### src/rtl/p2r_pkg.sv
package p2r_pkg;

    // ====================
    // arithmetic constants
    // ====================

    // dilithium modulus q = 2^23 - 2^13 + 1
    localparam logic [22:0] DILITHIUM_Q = 23'd8380417;

    // stored coefficient width, msb is always zero
    localparam int COEF_W = 24;
    // bits dropped by power2round
    localparam int D_BITS = 13;
    localparam int T1_W = 10;
    localparam int T0_W = 13;

    // coefficients handled per cycle
    localparam int LANES = 8;

    // ====================
    // address widths
    // ====================

    localparam int MEM_ADDR_W = 12;
    localparam int SK_ADDR_W = 12;
    localparam int PK_ADDR_W = 8;

    // 256 coefficients x 13 bits / 64 bits per sk word
    localparam int SK_WORDS_PER_POLY = 52;

    // four coefficients per memory word, coefficient 0 in the low bits
    typedef logic [3:0][COEF_W-1:0] mem_word_t;

    // one row of eight lanes, lane 0 in the low bits
    typedef logic [LANES-1:0][T0_W-1:0] t0_group_t;
    typedef logic [LANES-1:0][T1_W-1:0] t1_row_t;

    typedef struct packed {
        logic                  rd_en;
        logic [MEM_ADDR_W-1:0] addr;
    } mem_req_t;

endpackage

### src/rtl/power2round_lane.sv
`timescale 1ns/1ps

module power2round_lane (
    input  logic [p2r_pkg::COEF_W-1:0] r,
    output logic [p2r_pkg::T1_W-1:0]   r1,
    output logic [p2r_pkg::T0_W-1:0]   r0_enc
);

    // 2^(d-1) and 2^(d-1) - 1
    localparam logic [p2r_pkg::COEF_W-1:0] HALF = 1 << (p2r_pkg::D_BITS - 1);
    localparam logic [p2r_pkg::COEF_W-1:0] ROUND_OFS = (1 << (p2r_pkg::D_BITS - 1)) - 1;

    logic [p2r_pkg::COEF_W-1:0] r_round;
    logic [p2r_pkg::COEF_W-1:0] r1_full;
    logic [p2r_pkg::COEF_W-1:0] r0_enc_full;

    always_comb begin
        // r < q < 2^23, so the rounding add cannot carry out of 24 bits
        r_round = r + ROUND_OFS;
        r1_full = r_round >> p2r_pkg::D_BITS;
        // 2^12 - r0 with r0 = r - r1*2^13
        // true value lies in [0, 2^13), so the low bits are exact
        r0_enc_full = HALF + (r1_full << p2r_pkg::D_BITS) - r;
    end

    // r1 never exceeds 1023 for r < q
    assign r1 = r1_full[p2r_pkg::T1_W-1:0];
    assign r0_enc = r0_enc_full[p2r_pkg::T0_W-1:0];

endmodule

### src/rtl/sk_pack_buffer.sv
`timescale 1ns/1ps

module sk_pack_buffer (
    input  logic                 clk,
    input  logic                 reset_n,
    input  logic                 zeroize,
    input  logic                 in_valid,
    input  p2r_pkg::t0_group_t   in_group,
    output logic                 almost_full,
    output logic                 out_valid,
    output logic [63:0]          out_data
);

    localparam int GROUP_W = p2r_pkg::LANES * p2r_pkg::T0_W;
    localparam int BUF_W = 384;
    localparam int OUT_W = 64;
    localparam int FILL_W = $clog2(BUF_W + 1);
    // room left for three more groups
    localparam int AFULL_LEVEL = BUF_W - 3 * GROUP_W;

    logic [BUF_W-1:0]  store;
    logic [FILL_W-1:0] fill;
    logic [BUF_W-1:0]  kept;
    logic [FILL_W-1:0] kept_fill;
    logic [BUF_W-1:0]  keep_mask;
    logic [BUF_W-1:0]  incoming;

    // oldest bits sit at the bottom of the store
    assign out_valid = fill >= FILL_W'(OUT_W);
    assign out_data = store[OUT_W-1:0];
    assign almost_full = fill > FILL_W'(AFULL_LEVEL);

    always_comb begin
        if (out_valid) begin
            kept = store >> OUT_W;
            kept_fill = fill - FILL_W'(OUT_W);
        end else begin
            kept = store;
            kept_fill = fill;
        end
        // bits above the fill level are don't care, mask them off
        keep_mask = ~({BUF_W{1'b1}} << kept_fill);
        incoming = BUF_W'(in_group) << kept_fill;
    end

    always_ff @(posedge clk or negedge reset_n) begin
        if (!reset_n) begin
            fill <= '0;
        end else if (zeroize) begin
            fill <= '0;
        end else if (in_valid) begin
            fill <= kept_fill + FILL_W'(GROUP_W);
        end else begin
            fill <= kept_fill;
        end
    end

    // secret t0 bits are wiped on zeroize
    always_ff @(posedge clk) begin
        if (zeroize) begin
            store <= '0;
        end else begin
            store <= (kept & keep_mask) | (in_valid ? incoming : '0);
        end
    end

    // the controller's read throttle must leave room for every group in flight
    a_no_overflow: assert property (
        @(posedge clk) disable iff (!reset_n || zeroize)
        in_valid |-> (int'(kept_fill) + GROUP_W <= BUF_W)
    );

endmodule

### src/rtl/power2round_ctrl.sv
`timescale 1ns/1ps

module power2round_ctrl #(
    parameter int DILITHIUM_K = 4
) (
    input  logic                             clk,
    input  logic                             reset_n,
    input  logic                             zeroize,
    input  logic                             enable,
    input  logic [p2r_pkg::MEM_ADDR_W-1:0]   src_base_addr,
    input  logic [p2r_pkg::SK_ADDR_W-1:0]    skmem_dest_base_addr,
    input  logic                             r_valid,
    input  logic                             sk_valid,
    input  logic                             almost_full,
    output p2r_pkg::mem_req_t                mem_a_rd_req,
    output p2r_pkg::mem_req_t                mem_b_rd_req,
    output logic                             skmem_wren,
    output logic [p2r_pkg::SK_ADDR_W-1:0]    skmem_a_addr,
    output logic [p2r_pkg::SK_ADDR_W-1:0]    skmem_b_addr,
    output logic                             pk_t1_wren,
    output logic [p2r_pkg::PK_ADDR_W-1:0]    pk_t1_wr_addr,
    output logic                             done
);

    localparam int AW = p2r_pkg::MEM_ADDR_W;
    localparam int SW = p2r_pkg::SK_ADDR_W;
    localparam int ROWS_PER_POLY = 256 / p2r_pkg::LANES;
    localparam int TOTAL_ROWS = DILITHIUM_K * ROWS_PER_POLY;
    localparam int TOTAL_SK = DILITHIUM_K * p2r_pkg::SK_WORDS_PER_POLY;
    localparam int ROW_CNT_W = $clog2(TOTAL_ROWS + 1);
    localparam int SK_CNT_W = $clog2(TOTAL_SK + 1);

    logic                            busy;
    logic                            start;
    logic                            rd_issue;
    logic                            last_sk;
    logic [ROW_CNT_W-1:0]            rd_cnt;
    logic [SK_CNT_W-1:0]             sk_cnt;
    logic [p2r_pkg::PK_ADDR_W-1:0]   pk_cnt;
    logic [AW-1:0]                   src_base_q;
    logic [SW-1:0]                   sk_base_q;
    logic [AW-1:0]                   rd_addr;

    assign start = enable && !busy;
    // only read while the pack buffer can still absorb everything in flight
    assign rd_issue = busy && (rd_cnt != ROW_CNT_W'(TOTAL_ROWS)) && !almost_full;
    assign last_sk = sk_valid && (sk_cnt == SK_CNT_W'(TOTAL_SK - 1));
    // each row spans two memory words
    assign rd_addr = src_base_q + AW'({rd_cnt, 1'b0});

    // ====================
    // run state
    // ====================

    always_ff @(posedge clk or negedge reset_n) begin
        if (!reset_n) begin
            busy <= 1'b0;
            done <= 1'b0;
            src_base_q <= '0;
            sk_base_q <= '0;
        end else if (zeroize) begin
            busy <= 1'b0;
            done <= 1'b0;
            src_base_q <= '0;
            sk_base_q <= '0;
        end else begin
            done <= last_sk;
            if (start) begin
                busy <= 1'b1;
                src_base_q <= src_base_addr;
                sk_base_q <= skmem_dest_base_addr;
            end else if (last_sk) begin
                busy <= 1'b0;
            end
        end
    end

    // ====================
    // counters and reads
    // ====================

    always_ff @(posedge clk or negedge reset_n) begin
        if (!reset_n) begin
            rd_cnt <= '0;
            sk_cnt <= '0;
            pk_cnt <= '0;
            mem_a_rd_req <= '0;
            mem_b_rd_req <= '0;
        end else if (zeroize) begin
            rd_cnt <= '0;
            sk_cnt <= '0;
            pk_cnt <= '0;
            mem_a_rd_req <= '0;
            mem_b_rd_req <= '0;
        end else begin
            if (start) begin
                rd_cnt <= '0;
                sk_cnt <= '0;
                pk_cnt <= '0;
            end else begin
                if (rd_issue) rd_cnt <= rd_cnt + 1'b1;
                if (sk_valid) sk_cnt <= sk_cnt + 1'b1;
                if (r_valid) pk_cnt <= pk_cnt + 1'b1;
            end
            mem_a_rd_req.rd_en <= rd_issue;
            mem_a_rd_req.addr <= rd_addr;
            mem_b_rd_req.rd_en <= rd_issue;
            mem_b_rd_req.addr <= rd_addr + 1'b1;
        end
    end

    // a word low half at base + 2j, high half at base + 2j + 1
    assign skmem_wren = sk_valid;
    assign skmem_a_addr = sk_base_q + SW'({sk_cnt, 1'b0});
    assign skmem_b_addr = skmem_a_addr + 1'b1;

    assign pk_t1_wren = r_valid;
    assign pk_t1_wr_addr = pk_cnt;

    // starts are only accepted from idle
    a_no_enable_busy: assert property (
        @(posedge clk) disable iff (!reset_n || zeroize)
        enable |-> !busy
    );

    // a read request always belongs to a run
    a_no_read_idle: assert property (
        @(posedge clk) disable iff (!reset_n || zeroize)
        mem_a_rd_req.rd_en |-> busy
    );

endmodule

### src/rtl/power2round_top.sv
`timescale 1ns/1ps

module power2round_top #(
    parameter int DILITHIUM_K = 4
) (
    input  logic                             clk,
    input  logic                             reset_n,
    input  logic                             zeroize,
    input  logic                             enable,
    input  logic [p2r_pkg::MEM_ADDR_W-1:0]   src_base_addr,
    input  logic [p2r_pkg::SK_ADDR_W-1:0]    skmem_dest_base_addr,
    input  p2r_pkg::mem_word_t               mem_rd_data_a,
    input  p2r_pkg::mem_word_t               mem_rd_data_b,
    output p2r_pkg::mem_req_t                mem_a_rd_req,
    output p2r_pkg::mem_req_t                mem_b_rd_req,
    output logic                             skmem_wren,
    output logic [p2r_pkg::SK_ADDR_W-1:0]    skmem_a_addr,
    output logic [31:0]                      skmem_a_data,
    output logic [p2r_pkg::SK_ADDR_W-1:0]    skmem_b_addr,
    output logic [31:0]                      skmem_b_data,
    output logic                             pk_t1_wren,
    output logic [p2r_pkg::PK_ADDR_W-1:0]    pk_t1_wr_addr,
    output p2r_pkg::t1_row_t                 pk_t1_wrdata,
    output logic                             done
);

    localparam logic [p2r_pkg::COEF_W-1:0] Q_EXT = p2r_pkg::DILITHIUM_Q;

    logic                                             rd_valid_d;
    logic                                             coef_valid;
    logic                                             r_valid;
    logic [p2r_pkg::LANES-1:0][p2r_pkg::COEF_W-1:0]   coef_reg;
    logic [p2r_pkg::LANES-1:0]                        coef_ok;
    p2r_pkg::t1_row_t                                 t1_next;
    p2r_pkg::t1_row_t                                 t1_reg;
    p2r_pkg::t0_group_t                               t0_next;
    p2r_pkg::t0_group_t                               t0_reg;
    logic                                             almost_full;
    logic                                             sk_valid;
    logic [63:0]                                      sk_word;

    // ====================
    // valid pipeline
    // ====================

    // memory data lands one cycle after the request
    always_ff @(posedge clk or negedge reset_n) begin
        if (!reset_n) begin
            rd_valid_d <= 1'b0;
            coef_valid <= 1'b0;
            r_valid <= 1'b0;
        end else if (zeroize) begin
            rd_valid_d <= 1'b0;
            coef_valid <= 1'b0;
            r_valid <= 1'b0;
        end else begin
            rd_valid_d <= mem_a_rd_req.rd_en;
            coef_valid <= rd_valid_d;
            r_valid <= coef_valid;
        end
    end

    // port a carries lanes 0..3, port b lanes 4..7
    always_ff @(posedge clk) begin
        if (zeroize) begin
            coef_reg <= '0;
        end else if (rd_valid_d) begin
            coef_reg <= {mem_rd_data_b, mem_rd_data_a};
        end
    end

    for (genvar i = 0; i < p2r_pkg::LANES; i++) begin : g_lane
        power2round_lane u_lane (
            .r      (coef_reg[i]),
            .r1     (t1_next[i]),
            .r0_enc (t0_next[i])
        );
        assign coef_ok[i] = coef_reg[i] < Q_EXT;
    end

    always_ff @(posedge clk) begin
        if (zeroize) begin
            t1_reg <= '0;
            t0_reg <= '0;
        end else if (coef_valid) begin
            t1_reg <= t1_next;
            t0_reg <= t0_next;
        end
    end

    assign pk_t1_wrdata = t1_reg;

    sk_pack_buffer u_sk_pack_buffer (
        .clk         (clk),
        .reset_n     (reset_n),
        .zeroize     (zeroize),
        .in_valid    (r_valid),
        .in_group    (t0_reg),
        .almost_full (almost_full),
        .out_valid   (sk_valid),
        .out_data    (sk_word)
    );

    assign skmem_a_data = sk_word[31:0];
    assign skmem_b_data = sk_word[63:32];

    power2round_ctrl #(
        .DILITHIUM_K (DILITHIUM_K)
    ) u_power2round_ctrl (
        .clk                  (clk),
        .reset_n              (reset_n),
        .zeroize              (zeroize),
        .enable               (enable),
        .src_base_addr        (src_base_addr),
        .skmem_dest_base_addr (skmem_dest_base_addr),
        .r_valid              (r_valid),
        .sk_valid             (sk_valid),
        .almost_full          (almost_full),
        .mem_a_rd_req         (mem_a_rd_req),
        .mem_b_rd_req         (mem_b_rd_req),
        .skmem_wren           (skmem_wren),
        .skmem_a_addr         (skmem_a_addr),
        .skmem_b_addr         (skmem_b_addr),
        .pk_t1_wren           (pk_t1_wren),
        .pk_t1_wr_addr        (pk_t1_wr_addr),
        .done                 (done)
    );

    // source memory must hold reduced coefficients
    a_coef_in_range: assert property (
        @(posedge clk) disable iff (!reset_n || zeroize)
        coef_valid |-> &coef_ok
    );

endmodule

### config.mk
export PLATFORM = sky130hd
export DESIGN_NAME = power2round_top
export DESIGN_NICKNAME = d
export VERILOG_FILES = /design/src/rtl/p2r_pkg.sv /design/src/rtl/power2round_lane.sv /design/src/rtl/sk_pack_buffer.sv /design/src/rtl/power2round_ctrl.sv /design/src/rtl/power2round_top.sv
export SDC_FILE = /design/constraint.sdc
export NUM_CORES = 2
export LEC_CHECK = 0
export ABC_AREA = 1
export BUFFER_PORTS_ARGS = -buffer_cell sky130_fd_sc_hd__buf_2
export CAP_MARGIN = 25
export CORE_MARGIN = 2
export CORE_UTILIZATION = 55
export CTS_CLUSTER_DIAMETER = 50
export DETAILED_ROUTE_END_ITERATION = 7
export GPL_ROUTABILITY_DRIVEN = 1
export PLACE_DENSITY_LB_ADDON = 0.05
export SLEW_MARGIN = 20
export SYNTH_ARGS = -nofsm -noshare
export SYNTH_HDL_FRONTEND = slang
export SYNTH_SLANG_ARGS = --single-unit
export TNS_END_PERCENT = 10
### constraint.sdc
create_clock -name clk -period 2.7 [get_ports clk]
set_input_delay 0.135 -clock clk [delete_from_list [all_inputs] [get_ports clk]]
set_output_delay 0.135 -clock clk [all_outputs]
set_load 0.01 [all_outputs]
== After elaboration in Yosys (flattened, before gate mapping) ==
Cells that the tools add are included.

* Output and inout port bits: 205
* Register bits: 840
* Word-level logic and storage cells: 120
* Input bits: 220

* Add/subtract/negate cells: 33
* Shifts and indexed selects: 2
* Order comparisons: 2
* Reduce and logical (&&, ||, !) cells: 11
* Muxes and demuxes: 27
* Bitwise logic cells: 3
* Equal/unequal tests: 2

{| class="wikitable"
|+ Operators with widths
! operator !! number
|-
| two-way mux 384 bit || 2
|-
| AND 384 bit || 1
|-
| NOT 384 bit || 1
|-
| bitwise OR 384 bit || 1
|-
| << shifter 104 x 9 -> 384 bit || 1
|-
| << shifter 384 x 9 -> 384 bit (first input constant) || 1
|-
| adder 23 x 12 -> 23 bit (second input constant) || 8
|-
| adder 13 x 1 -> 13 bit (both inputs constant) || 8
|-
| subtractor 13 bit || 8
|-
| two-way mux 8 bit || 9
|-
| two-way mux 12 bit || 4
|-
| two-way mux 9 bit || 3
|-
| two-way mux 13 bit || 2
|-
| adder 12 x 1 -> 12 bit (second input constant) || 2
|-
| adder 12 x 9 -> 12 bit || 2
|-
| adder 8 x 1 -> 8 bit (second input constant) || 3
|-
| nonzero test 3 bit || 4
|-
| adder 9 x 7 -> 9 bit (second input constant) || 1
|-
| >= comparator 9 x 7 -> 1 bit (second input constant) || 1
|-
| > comparator 9 x 7 -> 1 bit (second input constant) || 1
|-
| subtractor 9 x 7 -> 9 bit (second input constant) || 1
|-
| == test 8 bit (second input constant) || 1
|-
| != test 8 bit (second input constant) || 1
|-
| two-way mux 1 bit || 7
|-
| other kinds (3) || 7
|}

== Longest topological paths before layout ==
* Depth in word-level cells: 6
* Depth in mapped cells: 15

== Cells and area by module ==
A second synthesis with hierarchy kept.

* Cells, all modules: 8056
* Area, all modules: 49312.3 um2

{| class="wikitable"
|+ Modules (own cells, without submodules)
! module !! cells an instance !! times used !! area an instance (um2) !! seq. area each (um2)
|-
| sk_pack_buffer || 4014 || 1 || 24063.1 || 7837.5
|-
| power2round_top || 2391 || 1 || 15399.8 || 7602.3
|-
| power2round_lane || 132 || 8 || 675.6 || 0.0
|-
| power2round_ctrl || 595 || 1 || 4444.3 || 1876.8
|}

== Worst setup path before layout ==
Ideal clock, no wire load.

* Path kind: flip-flop to output port
* Start: register u_power2round_ctrl.sk_cnt[0]
* End: output port skmem_b_addr[9] (netlist name)
* Cell stages (with the launch flop): 13
* Buffers on the path: 0
* Slack: 0.414 ns
* Arrival: 2.151 ns
* Cells stage by stage: dfrtp_1 > ha_1 > fa_1 > nand3_1 > nor2_1 > nand3_1 > nor2_1 > nand2_1 > nor2_1 > nand2_1 > nand2_1 > nand2_1 > inv_1

* Cells in the longest elaborated chain, start to end: 2

{| class="wikitable"
|+ RTL lines
! element !! RTL line !! RTL
|-
| start, declared || power2round_ctrl.sv:38 || <nowiki>logic [SK_CNT_W-1:0] sk_cnt;</nowiki>
|-
| start signal, assigned || power2round_ctrl.sv:102 || <nowiki>if (sk_valid) sk_cnt <= sk_cnt + 1'b1;</nowiki>
|-
| adder 12 x 9 -> 12 bit || power2round_ctrl.sv:114 || <nowiki>assign skmem_a_addr = sk_base_q + SW'({sk_cnt, 1'b0});</nowiki>
|-
| net skmem_a_addr, one bit || power2round_top.sv:17 || <nowiki>output logic [p2r_pkg::SK_ADDR_W-1:0] skmem_a_addr,</nowiki>
|-
| adder 12 x 1 -> 12 bit || power2round_ctrl.sv:115 || <nowiki>assign skmem_b_addr = skmem_a_addr + 1'b1;</nowiki>
|-
| end, declared || power2round_top.sv:19 || <nowiki>output logic [p2r_pkg::SK_ADDR_W-1:0] skmem_b_addr,</nowiki>
|}

The timed path passes the listed nets, and every way through them passes these cells.

== Worst setup path in the final report ==
* Start: register u_power2round_ctrl.sk_base_q[1]
* End: output port skmem_b_addr[9] (netlist name)

* Cells in the longest elaborated chain, start to end: 2

{| class="wikitable"
|+ RTL lines
! element !! RTL line !! RTL
|-
| start, declared || power2round_ctrl.sv:41 || <nowiki>logic [SW-1:0] sk_base_q;</nowiki>
|-
| start signal, assigned || power2round_ctrl.sv:71 || <nowiki>sk_base_q <= skmem_dest_base_addr;</nowiki>
|-
| adder 12 x 9 -> 12 bit || power2round_ctrl.sv:114 ||
|-
| adder 12 x 1 -> 12 bit || power2round_ctrl.sv:115 ||
|}

Every way passes these cells.

==> out/qor.csv <==
stage;metric;value;unit
run_status;status;finished with violations;
run_status;failing checks;negative setup slack;
floorplanning;Core Area;82400;µm²
timing;Final Hold Fails;0;
route;Antenna Nets Post-Route;0;
route;DRC Markers;0;
grt;number of global-route vias before repair;47700;
grt;grt ovf;0;
clocking;clk sinks;836;
power;Clk pwr share;33.6;%
worst_hold_path;Hold Path Class;in2reg;
clocking;clock buffer depth;3;
worst_setup_path;CP arrival;2.77;ns
timing;relative slew slack;22.8;%
route;WL per Instance;20.8;µm
clocking;CTS root buf;clkbuf_16;
floorplanning;Die Wd;293;µm
timing;Max Fclk;0.344;GHz
route;drt total wl;186;mm
cells_and_area;Area Growth Syn to Fin;20.8;%
synth;asr flop ratio synth;10.0;%
power;Pleak;0.0258;µW
worst_setup_path;critical path type;reg2out;
power;Logic pwr share;35.1;%
power;VDD IR max;1130;µV
timing;clk_skew;0.0303;ns
worst_setup_path;worst-path cell chain;ha_4, fa_2, nand3_2, nor2_1, nand3_1, nor2_2, nand2_2, nor2_4, nand2_1, nand2_1, nand2_1, inv_1, buf_2;
placement;IO Port Bufs;416;
cells_and_area;fillers;7348;
power;Cell Pwr Density;777;nW/µm²
timing;endpoints failing setup;7;
floorplanning;die area;85800;µm²
clocking;total CTS buffers;100;
route;TritonRoute pass-1 iters;8;
synth;Cells after Synth;7267;
floorplanning;# rows;105;
timing;fin crit share;108;%
power;P_sw;17600;µW
floorplanning;# IOs;425;
clocking;CTS H-Tree Depth;3;
cells_and_area;max reg flops;384;
worst_setup_path;WP buf/inv;2;
worst_setup_path;most numerous cell on the critical path;nand2_1;
route;total vias in the final route;51700;
worst_setup_path;CP Max Fanout;3;
power;Power Total;43100;µW
floorplanning;Initial Utilization;55.7;%
cells_and_area;most frequent cells in the layout;2366 x nand2_1, 752 x dfxtp_1, 651 x o21ai_0;
synth;Synth Area per Inst;6.32;µm²
route;Vias/cell;5.79;
power;register share of total power;31.3;%
cells_and_area;commonest non-fill, non-tap cell in the layout;nand2_1;
synth;Post-synth top flop;dfxtp_1;
floorplanning;Die Height;293;µm
worst_setup_path;Setup crit end kind;output pin;
clocking;Clk Latency, worst-skew pair;0.69;ns
timing;setup_tns;-0.817;ns
synth;flip-flop and latch count after synthesis;836;
worst_setup_path;CP top delay family;simple AND/OR/NAND/NOR gates;
timing;Slew @ Worst Pin;1.16;ns
worst_setup_path;slowest CP cell;fa_2;
route;DR iter-0 viols;6323;
worst_setup_path;Startpoint Class;flop;
timing;Setup WS post-layout;-0.205;ns
synth;cell area after synthesis;45900;µm²
synth;Distinct cells, synth;48;
synth;synth warn;0;
grt;antenna violations before repair;4;
cells_and_area;share of layout cells above drive strength 1;12.3;%
clocking;Clock transition at path regs;0.06;ns
grt;GRT Util Overall;42.1;%
grt;first-pass GRT wire length;281;mm
worst_setup_path;Worst EP required;2.57;ns
timing;Slew Limit Fails;0;
timing;Final min period;2.90;ns
power;Int Pwr;25500;µW
synth;number of synthesized flops with an enable pin;0;
worst_setup_path;max incr delay on CP;0.56;ns
run;Max-Cap Viols;0;
placement;DP HPWL;128;mm
grt;largest net degree at the start of global routing;220;
synth;Seq/Total Area, Yosys;37.4;%
placement;Final GP Congestion;1.06;
clocking;TritonCTS clock tree;done;
cells_and_area;Final #Nets;8029;
power;switching share of total power;40.9;%
synth;syn nets;7526;
timing;RSZ-0062 raised after global routing;true;
power groups by stage:
stage / Sequential [µW] / Combinational, µW / Clock, µW
6_report: 13500 / 15200 / 14500
5_1_grt: 13500 / 15900 / 15100
3_3_place_gp: 13700 / 14100 / 0
3_5_place_dp: 13700 / 14200 / 0
2_1_floorplan: 13600 / 8550 / 0
4_1_cts: 13400 / 14500 / 14500
synthesized netlist by cell type, drive strengths merged, types with 36 or more instances:
library cell | instances | area (µm²)
dfrtp | 84 | 2100
nor2 | 663 | 2520
nand2 | 2381 | 8950
or2 | 36 | 225
dfxtp | 752 | 15100
o21ai | 671 | 3370
clkbuf | 262 | 983
o211ai | 66 | 495
nand3 | 584 | 2940
nor3 | 56 | 280
a21oi | 594 | 2970
buf | 233 | 1290
ha | 37 | 463
xor2 | 86 | 753
inv | 567 | 2130
nand4 | 52 | 325
timing repair:
| item | CTS | global route |
|---|---|---|
| gates resized for setup | 12 | 15 |
| endpoints found under the hold margin | 336 | 17 |
| endpoints found under the setup margin | 10 | 11 |
| buffers inserted | 5 | 1 |
| hold buffers | 210 | 1 |
| gates cloned | 0 | 0 |
| pin swaps | 8 | 9 |
final timing paths:
check / startpoint / end / slack (ns) / cells past startpoint
worst max-delay path: u_power2round_ctrl.sk_base_q[1] / skmem_b_addr[9] / -0.20 / 13
worst min-delay path: enable / u_power2round_ctrl.src_base_q[3] / 0.08 / 6
worst max register to register: u_sk_pack_buffer.fill[6] / u_sk_pack_buffer.store[280] / 0.08 / 9
worst min register to register: u_sk_pack_buffer.store[321] / u_sk_pack_buffer.store[257] / 0.46 / 2
max in group asynchronous: reset_n / u_power2round_ctrl.sk_cnt[0] / 1.68 / 4
min in group asynchronous: reset_n / u_power2round_ctrl.mem_b_rd_req[9] / 0.43 / 3
routing by layer:
layer / vias up / track usage [%] / part of all wire (%)
met2: 2936 / 64.8 / 44
met1: 23800 / 54.1 / 39
met4: 0 / 24.2 / 6.4
met5: - / 0 / 0
li1: 24400 / - / -
met3: 605 / 10.0 / 11
worst min-delay path, stage by stage:
cell and delay [ns]:
buf_2 0.10, inv_1 0.06, nor2_2 0.04, buf_4 0.24
nand3_1 0.11, nand2_1 0.05
logic make-up (layout without fill, tap and decap cells):
| logic type | Yosys count | after routing | share of synthesized area, % |
|---|---|---|---|
| DFF | 836 | 836 | 37.4 |
| and+or+nand+nor | 3803 | 3803 | 33.6 |
| other | 0 | 7 | 0 |
| adders and majority gates | 39 | 39 | 1.10 |
| xor gates and xnor gates | 110 | 110 | 2.10 |
| AOI/OAI and AO/OA | 1410 | 1410 | 16.1 |
| buffers and inverters | 1066 | 1654 | 9.61 |
| muxes | 3 | 3 | 0.0654 |
stage by stage:
stage / setup slack (ns) / util (%) / cell area (µm²) / hold WS [ns] / std cells
CTS: -0.317 / 67.2 / 55400 / 0.0689 / 8922
global placement: 0.229 / 60.2 / 49600 / 0.347 / 8520
finish: -0.205 / 67.4 / 55500 / 0.0841 / 8932
global route: -0.354 / 67.3 / 55500 / 0.129 / 8929
floorplan: 0.414 / - / 45900 / -0.161 / 7267
detailed placement: 0.187 / 60.2 / 49600 / 0.341 / 8520
area by class of cell:
class / count / area (µm²) / area share [%]
Multi-Input combinational cell: 5365 / 24500 / 44.1
Tap cell: 1070 / 1340 / 2.41
Timing Repair Buffer: 896 / 6760 / 12.2
Clock inverter: 58 / 699 / 1.26
Clock buffer: 129 / 2860 / 5.15
Sequential cell: 836 / 17200 / 30.9
Inverter: 571 / 2170 / 3.90
Antenna cell: 7 / 17.5 / 0.0316
(Power assumes the default switching activity.)
